===== config.mk =====
export PLATFORM = sky130hd
export DESIGN_NAME = fe_frontend
export DESIGN_NICKNAME = d
export VERILOG_FILES = /design/src/hw/fe_pkg.sv /design/src/hw/fe_tlb.sv /design/src/hw/fe_icache.sv /design/src/hw/fe_inst_buffer.sv /design/src/hw/fe_frontend.sv
export VERILOG_INCLUDE_DIRS = /design/src /design/src/hw
export SDC_FILE = /design/constraint.sdc
export NUM_CORES = 2
export LEC_CHECK = 0
export ABC_AREA = 1
export BUFFER_PORTS_ARGS = -buffer_cell sky130_fd_sc_hd__buf_2
export CORE_MARGIN = 2
export CORE_UTILIZATION = 67
export DETAILED_ROUTE_END_ITERATION = 16
export GPL_ROUTABILITY_DRIVEN = 1
export PLACE_DENSITY = 0.83
export SYNTH_ARGS = -nofsm -noshare
export SYNTH_HDL_FRONTEND = slang
export SYNTH_SLANG_ARGS = --single-unit

===== constraint.sdc =====
create_clock -name i_clk -period 17.45 [get_ports i_clk]
set_input_delay 2.6175 -clock i_clk [delete_from_list [all_inputs] [get_ports i_clk]]
set_output_delay 2.6175 -clock i_clk [all_outputs]
set_load 0.02 [all_outputs]

===== src/hw/fe_defines.svh =====
`ifndef FE_DEFINES_SVH
`define FE_DEFINES_SVH

// address widths
`define FE_VADDR_W 32
`define FE_PADDR_W 32
`define FE_PAGE_W 12

// bytes per cache line and per fetch block
`define FE_LINE_B 16
`define FE_IC_LINES 16

`define FE_TLB_ENTRIES 4

// in fetch blocks
`define FE_IBUF_DEPTH 4

// credits held at reset
`define FE_L2_CREDITS 1
`define FE_DISP_CREDITS 4

`define FE_PC_INIT 32'h0000_1000

`endif


===== src/hw/fe_pkg.sv =====
`default_nettype none
`include "fe_defines.svh"

package fe_pkg;

  typedef struct packed {
    logic                   valid;
    logic                   upd_pc_vld;
    logic [`FE_VADDR_W-1:0] upd_pc;
    logic                   flush;
  } commit_t;

  typedef struct packed {
    logic                               valid;
    logic [`FE_VADDR_W-`FE_PAGE_W-1:0]  vpn;
    logic [`FE_PADDR_W-`FE_PAGE_W-1:0]  ppn;
  } tlb_fill_t;

  typedef struct packed {
    logic                   hit;
    logic [`FE_PADDR_W-1:0] paddr;
  } tlb_resp_t;

  typedef struct packed {
    logic                   valid;
    logic [`FE_VADDR_W-1:0] vaddr;
  } ic_req_t;

  // one line seen as raw bits or as instruction slots
  typedef union packed {
    logic [`FE_LINE_B*8-1:0]        raw;
    logic [`FE_LINE_B/4-1:0][31:0]  slot;
  } fetch_block_u;

  typedef struct packed {
    logic                   valid;
    logic [`FE_VADDR_W-1:0] addr;
    fetch_block_u           data;
    logic [`FE_LINE_B-1:0]  be;
  } ic_resp_t;

  typedef struct packed {
    logic                   valid;
    logic [`FE_PADDR_W-1:0] paddr;
  } l2_req_t;

  typedef struct packed {
    logic                    valid;
    logic [`FE_LINE_B*8-1:0] data;
  } l2_resp_t;

  typedef struct packed {
    logic                   valid;
    logic [`FE_VADDR_W-1:0] pc;
    logic [31:0]            inst;
  } disp_t;

endpackage

`default_nettype wire


===== src/hw/fe_tlb.sv =====
`timescale 1ns/10ps
`default_nettype none
`include "fe_defines.svh"

module fe_tlb (
  input  wire                     i_clk,
  input  wire                     i_reset_n,
  input  wire [`FE_VADDR_W-1:0]   i_vaddr,
  input  wire fe_pkg::tlb_fill_t  i_fill,
  output fe_pkg::tlb_resp_t       o_resp
);

  localparam int VPN_W = `FE_VADDR_W - `FE_PAGE_W;
  localparam int PPN_W = `FE_PADDR_W - `FE_PAGE_W;
  localparam int IDX_W = $clog2(`FE_TLB_ENTRIES);

  logic [`FE_TLB_ENTRIES-1:0] r_vld;
  logic [VPN_W-1:0]           r_vpn [`FE_TLB_ENTRIES];
  logic [PPN_W-1:0]           r_ppn [`FE_TLB_ENTRIES];
  logic [IDX_W-1:0]           r_rr_ptr;
  logic [`FE_TLB_ENTRIES-1:0] w_hit_vec;
  logic [`FE_TLB_ENTRIES-1:0] w_fill_match;
  logic [PPN_W-1:0]           w_ppn;
  logic [IDX_W-1:0]           w_fill_idx;

  // lookup and fill match across all entries
  always_comb begin
    w_hit_vec    = '0;
    w_fill_match = '0;
    w_ppn        = '0;
    w_fill_idx   = r_rr_ptr;
    for (int i = 0; i < `FE_TLB_ENTRIES; i++) begin
      w_hit_vec[i]    = r_vld[i] & (r_vpn[i] == i_vaddr[`FE_VADDR_W-1:`FE_PAGE_W]);
      w_fill_match[i] = r_vld[i] & (r_vpn[i] == i_fill.vpn);
      if (w_hit_vec[i]) begin
        w_ppn = w_ppn | r_ppn[i];
      end
      if (w_fill_match[i]) begin
        w_fill_idx = IDX_W'(i);
      end
    end
  end

  assign o_resp.hit   = |w_hit_vec;
  assign o_resp.paddr = {w_ppn, i_vaddr[`FE_PAGE_W-1:0]};

  always_ff @(posedge i_clk, negedge i_reset_n) begin
    if (!i_reset_n) begin
      r_vld    <= '0;
      r_rr_ptr <= '0;
    end else if (i_fill.valid) begin
      r_vld[w_fill_idx] <= 1'b1;
      // pointer only moves when a new entry is taken
      if (w_fill_match == '0) begin
        r_rr_ptr <= r_rr_ptr + 1'b1;
      end
    end
  end

  always_ff @(posedge i_clk) begin
    if (i_fill.valid) begin
      r_vpn[w_fill_idx] <= i_fill.vpn;
      r_ppn[w_fill_idx] <= i_fill.ppn;
    end
  end

endmodule

`default_nettype wire


===== src/hw/fe_icache.sv =====
`timescale 1ns/10ps
`default_nettype none
`include "fe_defines.svh"

module fe_icache (
  input  wire                      i_clk,
  input  wire                      i_reset_n,
  input  wire                      i_flush,
  input  wire fe_pkg::ic_req_t     i_s0_req,
  input  wire fe_pkg::tlb_resp_t   i_s1_tlb,
  input  wire                      i_l2_req_credit,
  input  wire fe_pkg::l2_resp_t    i_l2_resp,
  output logic                     o_s0_ready,
  output fe_pkg::ic_resp_t         o_s2_resp,
  output logic                     o_s2_miss,
  output logic [`FE_VADDR_W-1:0]   o_s2_miss_vaddr,
  output fe_pkg::l2_req_t          o_l2_req
);

  localparam int OFF_W  = $clog2(`FE_LINE_B);
  localparam int IDX_W  = $clog2(`FE_IC_LINES);
  localparam int LINE_W = `FE_PADDR_W - OFF_W;
  localparam int TAG_W  = LINE_W - IDX_W;
  localparam int CRD_W  = $clog2(`FE_L2_CREDITS + 1);

  // tag and data arrays
  logic [`FE_IC_LINES-1:0]   r_valid;
  logic [TAG_W-1:0]          r_tag  [`FE_IC_LINES];
  logic [`FE_LINE_B*8-1:0]   r_data [`FE_IC_LINES];
  logic [IDX_W-1:0]          w_s0_idx;

  logic                      r_s1_valid;
  logic [`FE_VADDR_W-1:0]    r_s1_vaddr;
  logic [TAG_W-1:0]          r_s1_tag;
  logic                      r_s1_tag_vld;
  logic [`FE_LINE_B*8-1:0]   r_s1_data;
  logic                      w_s1_tag_hit;

  logic                      r_s2_valid;
  logic [`FE_VADDR_W-1:0]    r_s2_vaddr;
  logic [LINE_W-1:0]         r_s2_line;
  logic                      r_s2_tlb_hit;
  logic                      r_s2_tag_hit;
  logic [`FE_LINE_B*8-1:0]   r_s2_data;
  logic                      w_s2_hit;
  logic                      w_s2_miss;

  logic                      r_busy;
  logic                      r_req_pend;
  logic [LINE_W-1:0]         r_miss_line;
  logic [CRD_W-1:0]          r_l2_credits;
  logic                      w_refill_start;
  logic                      w_refill_done;
  logic                      w_l2_fire;
  logic [IDX_W-1:0]          w_refill_idx;

  assign w_s0_idx = i_s0_req.vaddr[OFF_W+IDX_W-1:OFF_W];

  // ============================
  // s1 tag compare
  // ============================
  assign w_s1_tag_hit = r_s1_tag_vld &
                        (r_s1_tag == i_s1_tlb.paddr[`FE_PADDR_W-1:OFF_W+IDX_W]);

  // ============================
  // s2 hit or miss
  // ============================
  assign w_s2_hit  = r_s2_tlb_hit & r_s2_tag_hit;
  assign w_s2_miss = r_s2_valid & ~w_s2_hit;

  assign o_s2_resp.valid    = r_s2_valid & w_s2_hit;
  assign o_s2_resp.addr     = r_s2_vaddr;
  assign o_s2_resp.data.raw = r_s2_data;
  assign o_s2_resp.be       = {`FE_LINE_B{1'b1}} << r_s2_vaddr[OFF_W-1:0];

  assign o_s2_miss       = w_s2_miss;
  assign o_s2_miss_vaddr = r_s2_vaddr;

  // no new fetch while a refill is out or the replay is being set up
  assign o_s0_ready = ~r_busy & ~w_s2_miss;

  // ============================
  // refill
  // ============================
  // a tlb miss replays without an L2 request
  assign w_refill_start = w_s2_miss & r_s2_tlb_hit;
  assign w_refill_done  = r_busy & i_l2_resp.valid;
  assign w_refill_idx   = r_miss_line[IDX_W-1:0];
  assign w_l2_fire      = r_req_pend & (r_l2_credits != '0);

  assign o_l2_req.valid = w_l2_fire;
  assign o_l2_req.paddr = {r_miss_line, {OFF_W{1'b0}}};

  always_ff @(posedge i_clk, negedge i_reset_n) begin
    if (!i_reset_n) begin
      r_valid      <= '0;
      r_s1_valid   <= 1'b0;
      r_s2_valid   <= 1'b0;
      r_busy       <= 1'b0;
      r_req_pend   <= 1'b0;
      r_l2_credits <= CRD_W'(`FE_L2_CREDITS);
    end else begin
      r_s1_valid <= i_s0_req.valid;
      // a miss squashes the younger fetch behind it
      r_s2_valid <= r_s1_valid & ~w_s2_miss;

      if (i_flush) begin
        r_valid <= '0;
      end else if (w_refill_done) begin
        r_valid[w_refill_idx] <= 1'b1;
      end

      if (w_refill_start) begin
        r_busy <= 1'b1;
      end else if (w_refill_done) begin
        r_busy <= 1'b0;
      end

      if (w_refill_start) begin
        r_req_pend <= 1'b1;
      end else if (w_l2_fire) begin
        r_req_pend <= 1'b0;
      end

      r_l2_credits <= r_l2_credits - CRD_W'(w_l2_fire) + CRD_W'(i_l2_req_credit);
    end
  end

  always_ff @(posedge i_clk) begin
    // s0 array read
    r_s1_vaddr   <= i_s0_req.vaddr;
    r_s1_tag     <= r_tag[w_s0_idx];
    r_s1_tag_vld <= r_valid[w_s0_idx] & ~i_flush;
    r_s1_data    <= r_data[w_s0_idx];

    r_s2_vaddr   <= r_s1_vaddr;
    r_s2_line    <= i_s1_tlb.paddr[`FE_PADDR_W-1:OFF_W];
    r_s2_tlb_hit <= i_s1_tlb.hit;
    r_s2_tag_hit <= w_s1_tag_hit;
    r_s2_data    <= r_s1_data;

    if (w_refill_start) begin
      r_miss_line <= r_s2_line;
    end

    if (w_refill_done) begin
      r_tag[w_refill_idx]  <= r_miss_line[LINE_W-1:IDX_W];
      r_data[w_refill_idx] <= i_l2_resp.data;
    end
  end

endmodule

`default_nettype wire


===== src/hw/fe_inst_buffer.sv =====
`timescale 1ns/10ps
`default_nettype none
`include "fe_defines.svh"

module fe_inst_buffer (
  input  wire                    i_clk,
  input  wire                    i_reset_n,
  input  wire                    i_flush,
  input  wire                    i_inst_vld,
  input  wire fe_pkg::ic_resp_t  i_inst,
  input  wire                    i_disp_credit,
  output logic                   o_inst_rdy,
  output fe_pkg::disp_t          o_disp
);

  localparam int DEPTH     = `FE_IBUF_DEPTH;
  localparam int PTR_W     = $clog2(DEPTH);
  localparam int CNT_W     = $clog2(DEPTH + 1);
  localparam int SLOTS     = `FE_LINE_B / 4;
  localparam int SLOT_W    = $clog2(SLOTS);
  localparam int OFF_W     = $clog2(`FE_LINE_B);
  localparam int CRD_W     = $clog2(`FE_DISP_CREDITS + 1);
  // blocks that can still land after s0 ready is sampled
  localparam int IN_FLIGHT = 2;

  fe_pkg::fetch_block_u      r_data [DEPTH];
  logic [`FE_VADDR_W-1:0]    r_pc   [DEPTH];
  logic [`FE_LINE_B-1:0]     r_be   [DEPTH];

  logic [PTR_W-1:0]          r_wr_ptr;
  logic [PTR_W-1:0]          r_rd_ptr;
  logic [CNT_W-1:0]          r_count;
  logic [SLOTS-1:0]          r_done;
  logic [CRD_W-1:0]          r_credits;

  logic [SLOTS-1:0]          w_slot_en;
  logic [SLOTS-1:0]          w_remain;
  logic [SLOTS-1:0]          w_slot_oh;
  logic [SLOT_W-1:0]         w_slot_idx;
  logic                      w_last;
  logic                      w_head_vld;
  logic                      w_fire;
  logic                      w_retire;
  logic                      w_push;

  // ============================
  // head block slot walk
  // ============================
  always_comb begin
    w_slot_en = '0;
    for (int i = 0; i < SLOTS; i++) begin
      w_slot_en[i] = r_be[r_rd_ptr][4*i];
    end
    w_remain   = w_slot_en & ~r_done;
    w_slot_idx = '0;
    // lowest slot still pending
    for (int i = SLOTS - 1; i >= 0; i--) begin
      if (w_remain[i]) begin
        w_slot_idx = SLOT_W'(i);
      end
    end
    w_slot_oh = SLOTS'(1) << w_slot_idx;
    w_last    = (w_remain & ~w_slot_oh) == '0;
  end

  assign w_head_vld = (r_count != '0) & (|w_remain);
  assign w_fire     = w_head_vld & (r_credits != '0);
  assign w_retire   = (r_count != '0) & ((w_fire & w_last) | ~(|w_remain));
  assign w_push     = i_inst_vld & ~i_flush;

  assign o_disp.valid = w_fire;
  assign o_disp.pc    = {r_pc[r_rd_ptr][`FE_VADDR_W-1:OFF_W], w_slot_idx, 2'b00};
  assign o_disp.inst  = r_data[r_rd_ptr].slot[w_slot_idx];

  assign o_inst_rdy = (int'(r_count) + IN_FLIGHT) < DEPTH;

  always_ff @(posedge i_clk, negedge i_reset_n) begin
    if (!i_reset_n) begin
      r_wr_ptr  <= '0;
      r_rd_ptr  <= '0;
      r_count   <= '0;
      r_done    <= '0;
      r_credits <= CRD_W'(`FE_DISP_CREDITS);
    end else begin
      r_credits <= r_credits - CRD_W'(w_fire) + CRD_W'(i_disp_credit);
      if (i_flush) begin
        r_wr_ptr <= '0;
        r_rd_ptr <= '0;
        r_count  <= '0;
        r_done   <= '0;
      end else begin
        if (w_push) begin
          r_wr_ptr <= r_wr_ptr + 1'b1;
        end
        if (w_retire) begin
          r_rd_ptr <= r_rd_ptr + 1'b1;
          r_done   <= '0;
        end else if (w_fire) begin
          r_done <= r_done | w_slot_oh;
        end
        r_count <= r_count + CNT_W'(w_push) - CNT_W'(w_retire);
      end
    end
  end

  always_ff @(posedge i_clk) begin
    if (w_push) begin
      r_data[r_wr_ptr] <= i_inst.data;
      r_pc[r_wr_ptr]   <= i_inst.addr;
      r_be[r_wr_ptr]   <= i_inst.be;
    end
  end

endmodule

`default_nettype wire


===== src/hw/fe_frontend.sv =====
`timescale 1ns/10ps
`default_nettype none
`include "fe_defines.svh"

module fe_frontend (
  input  wire                     i_clk,
  input  wire                     i_reset_n,
  input  wire fe_pkg::commit_t    i_commit,
  input  wire fe_pkg::tlb_fill_t  i_tlb_fill,
  input  wire                     i_l2_req_credit,
  input  wire fe_pkg::l2_resp_t   i_l2_resp,
  input  wire                     i_disp_credit,
  output fe_pkg::l2_req_t         o_l2_req,
  output fe_pkg::disp_t           o_disp
);

  localparam int OFF_W = $clog2(`FE_LINE_B);

  logic                    r_s0_valid;
  logic [`FE_VADDR_W-1:0]  r_s0_vaddr;
  logic [`FE_VADDR_W-1:0]  w_s0_vaddr;
  logic [`FE_VADDR_W-1:0]  w_next_block;
  logic                    w_s0_ready;
  logic                    w_ic_s0_ready;
  logic                    w_ibuf_rdy;
  fe_pkg::ic_req_t         w_s0_ic_req;
  fe_pkg::tlb_resp_t       w_s0_tlb_resp;
  fe_pkg::tlb_resp_t       r_s1_tlb_resp;
  fe_pkg::ic_resp_t        w_s2_ic_resp;
  logic                    w_s2_miss;
  logic [`FE_VADDR_W-1:0]  w_s2_miss_vaddr;

  logic                    w_commit_upd_pc;
  logic                    w_flush;
  logic [`FE_VADDR_W-1:0]  r_redirect_pc;
  logic                    r_s2_stale;
  logic                    r_kill;
  logic                    w_resp_killed;

  assign w_commit_upd_pc = i_commit.valid & i_commit.upd_pc_vld;
  assign w_flush         = i_commit.valid & i_commit.flush;

  // ============================
  // s0 pc generation
  // ============================
  assign w_s0_vaddr   = w_commit_upd_pc ? i_commit.upd_pc : r_s0_vaddr;
  assign w_next_block = {w_s0_vaddr[`FE_VADDR_W-1:OFF_W] + 1'b1, {OFF_W{1'b0}}};
  assign w_s0_ready   = w_ic_s0_ready & w_ibuf_rdy;

  assign w_s0_ic_req.valid = r_s0_valid & w_s0_ready;
  assign w_s0_ic_req.vaddr = w_s0_vaddr;

  always_ff @(posedge i_clk, negedge i_reset_n) begin
    if (!i_reset_n) begin
      r_s0_valid <= 1'b0;
      r_s0_vaddr <= `FE_PC_INIT;
    end else begin
      r_s0_valid <= 1'b1;
      if (w_commit_upd_pc) begin
        r_s0_vaddr <= w_s0_ic_req.valid ? w_next_block : i_commit.upd_pc;
      end else if (w_s2_miss) begin
        // a miss from the old stream goes back to the redirect target
        r_s0_vaddr <= (r_s2_stale | r_kill) ? r_redirect_pc : w_s2_miss_vaddr;
      end else if (w_s0_ic_req.valid) begin
        r_s0_vaddr <= w_next_block;
      end
    end
  end

  // ============================
  // response kill
  // ============================
  // current s2 and the fetch now in s1 predate a redirect
  assign w_resp_killed = w_commit_upd_pc | r_s2_stale | r_kill;

  always_ff @(posedge i_clk, negedge i_reset_n) begin
    if (!i_reset_n) begin
      r_s2_stale <= 1'b0;
      r_kill     <= 1'b0;
    end else begin
      r_s2_stale <= w_commit_upd_pc;
      if (w_commit_upd_pc & ~w_s0_ic_req.valid) begin
        r_kill <= 1'b1;
      end else if (w_s0_ic_req.valid) begin
        r_kill <= 1'b0;
      end
    end
  end

  always_ff @(posedge i_clk) begin
    r_s1_tlb_resp <= w_s0_tlb_resp;
    if (w_commit_upd_pc) begin
      r_redirect_pc <= i_commit.upd_pc;
    end
  end

  fe_tlb u_tlb (
    .i_clk     (i_clk),
    .i_reset_n (i_reset_n),
    .i_vaddr   (w_s0_vaddr),
    .i_fill    (i_tlb_fill),
    .o_resp    (w_s0_tlb_resp)
  );

  fe_icache u_icache (
    .i_clk           (i_clk),
    .i_reset_n       (i_reset_n),
    .i_flush         (w_flush),
    .i_s0_req        (w_s0_ic_req),
    .i_s1_tlb        (r_s1_tlb_resp),
    .i_l2_req_credit (i_l2_req_credit),
    .i_l2_resp       (i_l2_resp),
    .o_s0_ready      (w_ic_s0_ready),
    .o_s2_resp       (w_s2_ic_resp),
    .o_s2_miss       (w_s2_miss),
    .o_s2_miss_vaddr (w_s2_miss_vaddr),
    .o_l2_req        (o_l2_req)
  );

  fe_inst_buffer u_inst_buffer (
    .i_clk         (i_clk),
    .i_reset_n     (i_reset_n),
    .i_flush       (w_flush),
    .i_inst_vld    (w_s2_ic_resp.valid & ~w_resp_killed),
    .i_inst        (w_s2_ic_resp),
    .i_disp_credit (i_disp_credit),
    .o_inst_rdy    (w_ibuf_rdy),
    .o_disp        (o_disp)
  );

endmodule

`default_nettype wire


Word level (Yosys, flattened, before mapping)
Memory sizes are Yosys's and may differ from the RTL's. A register that Yosys moved wholly into a read port is not among the register bits. Cells that the tools add are included.

RAM bits: 3296. Output and inout port bits: 98. Register bits after elaboration: 392. Bits of input ports: 209. Word-level logic and storage cells: 179. Memories: 7.

Bitwise logic cells: 50. Add/sub/neg operators: 11. Mux-type cells: 48. Eq/ne operators: 9. $lt $le $gt $ge: 7. Shifts and indexed selects: 2. Reductions and logical operators: 17.

Memories: u_icache.r_data (depth 16, bits a word 128, read ports 1, clocked after memory_dff 1, write ports 1, RTL line fe_icache.sv:29) `` logic [`FE_LINE_B*8-1:0] r_data [`FE_IC_LINES]; ``; u_inst_buffer.r_data (depth 4, bits a word 128, read ports 1, clocked after memory_dff 0, write ports 1, RTL line fe_inst_buffer.sv:26) `fe_pkg::fetch_block_u r_data [DEPTH];`; u_icache.r_tag (depth 16, bits a word 24, read ports 1, clocked after memory_dff 1, write ports 1, RTL line fe_icache.sv:28) `` logic [TAG_W-1:0] r_tag [`FE_IC_LINES]; ``; u_inst_buffer.r_pc (depth 4, bits a word 32, read ports 1, clocked after memory_dff 0, write ports 1, RTL line fe_inst_buffer.sv:27) `` logic [`FE_VADDR_W-1:0] r_pc [DEPTH]; ``; u_tlb.r_ppn (depth 4, bits a word 20, read ports 4, clocked after memory_dff 0, write ports 1, RTL line fe_tlb.sv:19) `` logic [PPN_W-1:0] r_ppn [`FE_TLB_ENTRIES]; ``; u_tlb.r_vpn (depth 4, bits a word 20, read ports 4, clocked after memory_dff 0, write ports 1, RTL line fe_tlb.sv:18) `` logic [VPN_W-1:0] r_vpn [`FE_TLB_ENTRIES]; ``; 1 more memories.

Operators by type and width (number): 32-bit 2-to-1 mux (7); 20-bit == test (8); 20-bit 2-to-1 mux (4); 32-bit binary-select mux with 2-bit select (1); 20-bit bitwise OR (3); 32-bit by 4-bit less-than comparator with 1-bit output (second input constant) (1); 16-bit 2-to-1 mux (2); 1-bit AND (29); 28-bit by 1-bit adder with 28-bit output (second input constant) (1); 24-bit == test (1); 2-bit 2-to-1 mux (12); 16-bit bitwise OR (1); 16-bit by 4-bit << shifter with 16-bit output (first input constant) (1); 1-bit 2-to-1 mux (15); 4-bit 2-to-1 mux (3); 2-bit nonzero test (6); 3-bit nonzero test (4); 4-bit by 5-bit less-than comparator with 1-bit output (second input constant) (2); 4-bit AND (2); 4-bit logical NOT (2); 4-bit inverter (2); 4-bit bitwise OR (2); 4-bit OR reduction (2); 1-bit inverter (7); other kinds (17) (26).

Logic depth before layout (Yosys ltp)
Depth in word-level cells: 15. Mapped depth: 21. Gate-level depth less buffers: 20.

Hierarchy
A second synthesis with hierarchy kept.

Cells, all modules: 11584. Area total of the unflattened synthesis: 145645.9 sq um.

By module, submodules not included: fe_icache (area an instance 106183.1 sq um, instances 1, cells an instance 8081, sequential area each 81904.8 sq um); fe_inst_buffer (area an instance 25403.1 sq um, instances 1, cells an instance 1864, sequential area each 19570.0 sq um); fe_tlb (area an instance 8758.4 sq um, instances 1, cells an instance 964, sequential area each 4954.8 sq um); fe_frontend (area an instance 5301.3 sq um, instances 1, cells an instance 675, sequential area each 2498.6 sq um).

Worst setup path before layout
Ideal clock, no wire load.

Path kind: input -> register. Start point: input port i_commit[34] (netlist bit). End point: memory u_inst_buffer.r_be[0][0] (netlist bit), enable pin. Arrival time: 10.284 ns. Buffers on the path: 4. Setup time: 0.682 ns. Setup slack: 6.484 ns. Cell stages on the path: 9. Required time: 16.768 ns. Path through: buf_6 > nand2_8 > buf_8 > buf_6 > buf_4 > nand4_1 > nor2_1 > inv_1 > nor2_1.

Word-level cells in the longest chain between the ends: 8.

RTL lines: from (decl) (RTL line fe_frontend.sv:8) `input wire fe_pkg::commit_t i_commit,`; 1-bit AND (RTL line fe_frontend.sv:40) `assign w_commit_upd_pc = i_commit.valid & i_commit.upd_pc_vld;`; 1-bit bitwise OR (2 in series) (RTL line fe_frontend.sv:74) `assign w_resp_killed = w_commit_upd_pc | r_s2_stale | r_kill;`; 1-bit inverter (RTL line fe_frontend.sv:124) `.i_inst_vld (w_s2_ic_resp.valid & ~w_resp_killed),`; 1-bit AND (RTL line fe_frontend.sv:124); 1-bit AND * (RTL line fe_inst_buffer.sv:69) `assign w_push = i_inst_vld & ~i_flush;`; 1-bit 2-to-1 mux * (RTL line fe_inst_buffer.sv:107) `if (w_push) begin`; 1-bit 2-to-1 mux (not written as such) * (RTL line fe_inst_buffer.sv:110) `r_be[r_wr_ptr] <= i_inst.be;`; to (decl) (RTL line fe_inst_buffer.sv:28) `` logic [`FE_LINE_B-1:0] r_be [DEPTH]; ``.

Mark *: on every way between the ends. The rest lies on a longest branch, timed or not.

==> reports/results.txt <==
The run finished with clean final reports. Measured in cells, the most critical reg-to-reg path has a length of 9. From left edge to right edge, the die measures 464 um. Including well taps, the total number of placed cells is 13200. The adder-cell share of the synthesized area was 0.00117.

The async set-reset flop share out of synthesis is 0.0202. The initial antenna violation count is 94. The number of nets in the layout came out at 11000.

Worst min-delay path class: reg -> reg. The nature of the critical path startpoint was a flip-flop. The quantity of gates resized following cts was 0; the worst slew margin relative to its limit was 0.0598. The routed design uses 57300 um of met3 wire. The worst path meets setup with 9.09 ns of slack. The number of ports placed on the die boundary is 307. Global routing finished with a remaining overflow of 0.

The tools report the kind of end point of the critical path as an output pin. The synthesized netlist occupies a cell area of 142000 sq um. Once layout is complete, the cells apart from fillers number 14000. Synthesized-area fraction occupied by ao, oa, aoi and oai cells: 0.116. The logs give 395000 um for the wire length reported by the detailed router and 157000 sq um for the finished layout cell area.

In this run the worst path has a maximum fanout of 145. Uppermost metal layer occupied by signal nets: met5. The setup check on the worst reg-to-reg path leaves a slack of 12.43 ns.

For the largest net degree at the start of global routing, the log shows 267. In this run the worst setup path begins at u_inst_buffer.r_rd_ptr[0]. The mean instance size in the synthesized netlist is 13.2 sq um, and the buffering stage count on the worst path with inverters included is 5. For this design, the sink count on the clock tree is 3756. The final cycle utilization of the critical path came out at 0.479. Along the worst hold path, the cell count comes to 0. The actual slew at the worst max-slew pin is 1.41 ns, and the leakage power is 52.2 nW.

The main combinational cell family by area after synthesis was compound AO/OA/AOI/OAI gates. OpenSTA, run right after detailed placement, puts the worst setup slack at 9.24 ns. Ranked by total cell area, the synthesized netlist is headed by sky130_fd_sc_hd__edfxtp_1 70%, sky130_fd_sc_hd__o21ai_0 5.9%, sky130_fd_sc_hd__nor2_1 5.6%. The run gives 168 as the cell row count.

For the clock latency at the later pin of the worst-skew pair, the log shows 1.01 ns. Launching point of the worst reg2reg path: r_s0_vaddr[4]. The total area inside the core boundary comes to 210000 sq um. The critical path goes through inv_8 -> nand2_1 -> nand3_1 -> nand2_1 -> nand2_1 -> nand2_1 -> inv_2 -> nand2_1 -> inv_1 -> nor2_2 -> buf_4 -> nand2_1 -> nand4_1 -> buf_2.

The cell count after synthesis came out at 10700. Timing would allow up to 0.120 GHz. The number of different library cells in the post-synthesis netlist is 53. Sum of negative setup slack: 0 ns.

In this run the remaining antenna-violating nets after routing total 0. TritonCTS built the clock tree. Yosys mapped a number of flops with a built-in enable equal to 3292. Fraction of synthesized cell area taken by the top area cell type: 0.698. Setup violations remaining at the end of the flow were counted as 0. After detailed routing, the average wire length per cell comes to 28.3 um.

The root buffer cell chosen for the clock tree is sky130_fd_sc_hd__clkbuf_16. Across the VDD grid, the largest voltage drop is 0.000132 V. The detailed placement HPWL was 198000 um.

The starting density of the core was 0.675. The run gives 95400 as the total number of vias. The TritonCTS buffer count is 367.

The mux contribution to synthesized area is 0.000424, and the total of warnings raised by yosys is 0. The maximum clock insertion buffer count came out at 4. The wire length on met1 is 133000 um. The critical path start-end classification is reg -> out. Summed over all nets, wire length on met2 after detailed routing comes to 181000 um. The tools report the number of buffers added to fix hold violations after cts as 0. The share of cells above drive strength 1 was 0.0943.

Standard cell area after detailed placement: 145000 sq um. The tools report the end point of the critical path as o_disp[27]. The number of setup buffers added after CTS is 0. The congestion estimate from routability-driven global placement came to 0.929. The die is 464 um tall. STA puts the critical path data required time at 14.83 ns. The number of global-route vias before repair was 92100; the signal arrival time at the worst endpoint was 5.74 ns. The count of buffers added on input and output ports is 300.

The count of final hold-check violations is 0. The share of synthesized cell area in and, or, nand and nor gates is 0.0830. The cell type group with the largest total delay on the critical path is buffers and inverters. The synthesized design spends more area on one cell type than any other, namely sky130_fd_sc_hd__edfxtp_1. Setup repair after global routing left no endpoint under its margin.

The number of max-slew violations in the final report is 0. The xor-xnor portion of the synthesized cell area is 0.00322, and the sequential element share of the synthesized area is 0.767. The number of DRC markers after the initial detailed-route iteration was 17300; the detailed-router iteration count before antenna repair was 14. The total stage count of the critical path was 14; the post-detailed-route DRC marker count was 0. The end of the worst register-to-register path was u_icache.r_s1_data[22]. The most frequent cell on the critical path is sky130_fd_sc_hd__nand2_1. The design draws 0.0220 W. From synthesis to final layout, the design area changed by 10.8%. In the synthesized netlist, the cells that appear most often are 3292 x sky130_fd_sc_hd__edfxtp_1, 2096 x sky130_fd_sc_hd__nor2_1, 1677 x sky130_fd_sc_hd__o21ai_0. For this run, the leading register cell type out of synthesis is sky130_fd_sc_hd__edfxtp_1.

Across the routed clock network, the largest skew measured is 0.0673 ns. The total track usage is 0.357, and the wire length of the first global-routing pass is 572000 um. Using the TritonRoute via totals, the vias-per-cell ratio works out to 6.83. The die covers 215000 sq um. sky130_fd_sc_hd__edfxtp_1 is the most common cell in the netlist. The cell type of the slowest stage on the worst timing path is sky130_fd_sc_hd__dfrtp_4.

After synthesis the netlist holds a flip-flop and latch count of 3756. The tool flagged a number of max-cap violations equal to 0. The clock transition time at the flip-flop clock pins of the worst setup and hold paths is 0.06 ns. For this run, the slowest stage of the critical path takes 0.83 ns. The power per cell area came out at 140 nW/um^2. The minimum clock period after layout is 8.36 ns, and the deepest level of the CTS H-tree is 5.
==> layer usage <==
layer	GRT usage	up-vias
li1	-	39600
met1	0.477	45900
met2	0.544	8396
met3	0.0912	1436
met4	0.194	56
met5	0	-
==> area by class of cell <==
class | count | area, sq um
well taps | 2805 | 3510
flip-flops and latches | 3756 | 109000
inverters | 301 | 1160
clock buffers | 518 | 10300
multi-input cells | 5973 | 29000
diodes | 48 | 120
repair buffers | 413 | 2630
fillers | 11500 | 52900
clock inverters | 147 | 1540
==> power breakdown <==
part	switching (W)	internal [W]	total, W
registers	0.000522	0.0104	0.0110
clock network	0.00331	0.00456	0.00787
logic	0.00232	0.000851	0.00317
total	0.00615	0.0159	0.0220
==> how the worst min path moves through the flow <==
stage | slack [ns] | startpoint | endpoint
5_1_grt | 0.32 | u_icache.r_s1_data[22] | u_icache.r_s2_data[22]
6_report | 0.31 | u_icache.r_s1_data[0] | u_icache.r_s2_data[0]
3_5_place_dp | 0.31 | u_icache.r_s1_vaddr[16] | u_icache.o_s2_miss_vaddr[16]
3_3_place_gp | 0.31 | u_icache.r_s1_vaddr[7] | u_icache.o_s2_miss_vaddr[7]
4_1_cts | 0.32 | u_icache.r_s1_data[22] | u_icache.r_s2_data[22]
2_1_floorplan | 0.31 | u_icache.r_s1_vaddr[0] | u_icache.o_s2_miss_vaddr[0]
==> layout by cell type, fill, tap and decap left out, types with 29 or more instances in the layout <==
cell and count:
sky130_fd_sc_hd__nand4_1 42, sky130_fd_sc_hd__o22ai_1 763, sky130_fd_sc_hd__clkinv_2 52, sky130_fd_sc_hd__buf_2 299, sky130_fd_sc_hd__dfxtp_1 388, sky130_fd_sc_hd__o21ai_0 1677
sky130_fd_sc_hd__nand3_1 186, sky130_fd_sc_hd__clkbuf_1 99, sky130_fd_sc_hd__nand2_1 564, sky130_fd_sc_hd__diode_2 48, sky130_fd_sc_hd__clkinv_1 39, sky130_fd_sc_hd__a21oi_1 57
sky130_fd_sc_hd__dfrtp_1 71, sky130_fd_sc_hd__bufinv_16 29, sky130_fd_sc_hd__o21ai_1 204, sky130_fd_sc_hd__o211ai_1 40, sky130_fd_sc_hd__o221ai_1 149, sky130_fd_sc_hd__inv_1 286
sky130_fd_sc_hd__buf_4 92, sky130_fd_sc_hd__clkbuf_8 46, sky130_fd_sc_hd__nor2_1 2074, sky130_fd_sc_hd__clkbuf_16 373, sky130_fd_sc_hd__nand2_2 29, sky130_fd_sc_hd__edfxtp_1 3292
==> worst register-to-register path: stages (launching register included) <==
cell	delay (ns)
sky130_fd_sc_hd__dfrtp_1	0.34
sky130_fd_sc_hd__nand2_1	0.09
sky130_fd_sc_hd__nand2_4	0.63
sky130_fd_sc_hd__buf_4	0.94
sky130_fd_sc_hd__buf_12	0.85
sky130_fd_sc_hd__buf_4	1.25
sky130_fd_sc_hd__o21ai_0	0.30
sky130_fd_sc_hd__o22ai_1	0.23
sky130_fd_sc_hd__o21ai_0	0.13
sky130_fd_sc_hd__o22ai_1	0.19
==> registers in the layout, indices dropped and copies added (netlist names), 80 cells and up <==
signal,count
u_tlb.r_ppn,80
u_inst_buffer.r_pc,112
u_inst_buffer.r_data,512
u_icache.r_tag,384
u_icache.r_data,2048
u_tlb.r_vpn,80
u_icache.r_s2_data,128
u_icache.r_s1_data,128
==> cell families after synthesis <==
kind of cell | Yosys count
multiplexers | 6
adder cells (fa/ha/maj) | 12
other | 2
AO/OA/AOI/OAI | 2925
XOR/XNOR | 52
flip-flops | 3756
buffers and inverters | 985
AND/OR/NAND/NOR | 2971
==> through the flow <==
| step | hold slack [ns] | util |
|---|---|---|
| 3_3_place_gp | 0.310 | 0.691 |
| 3_5_place_dp | 0.312 | 0.691 |
| 5_1_grt | 0.318 | 0.748 |
| 4_1_cts | 0.316 | 0.747 |
| 6_report | 0.312 | 0.748 |
| 2_1_floorplan | 0.310 | - |
Note: power is estimated with default switching activity, not from simulation.
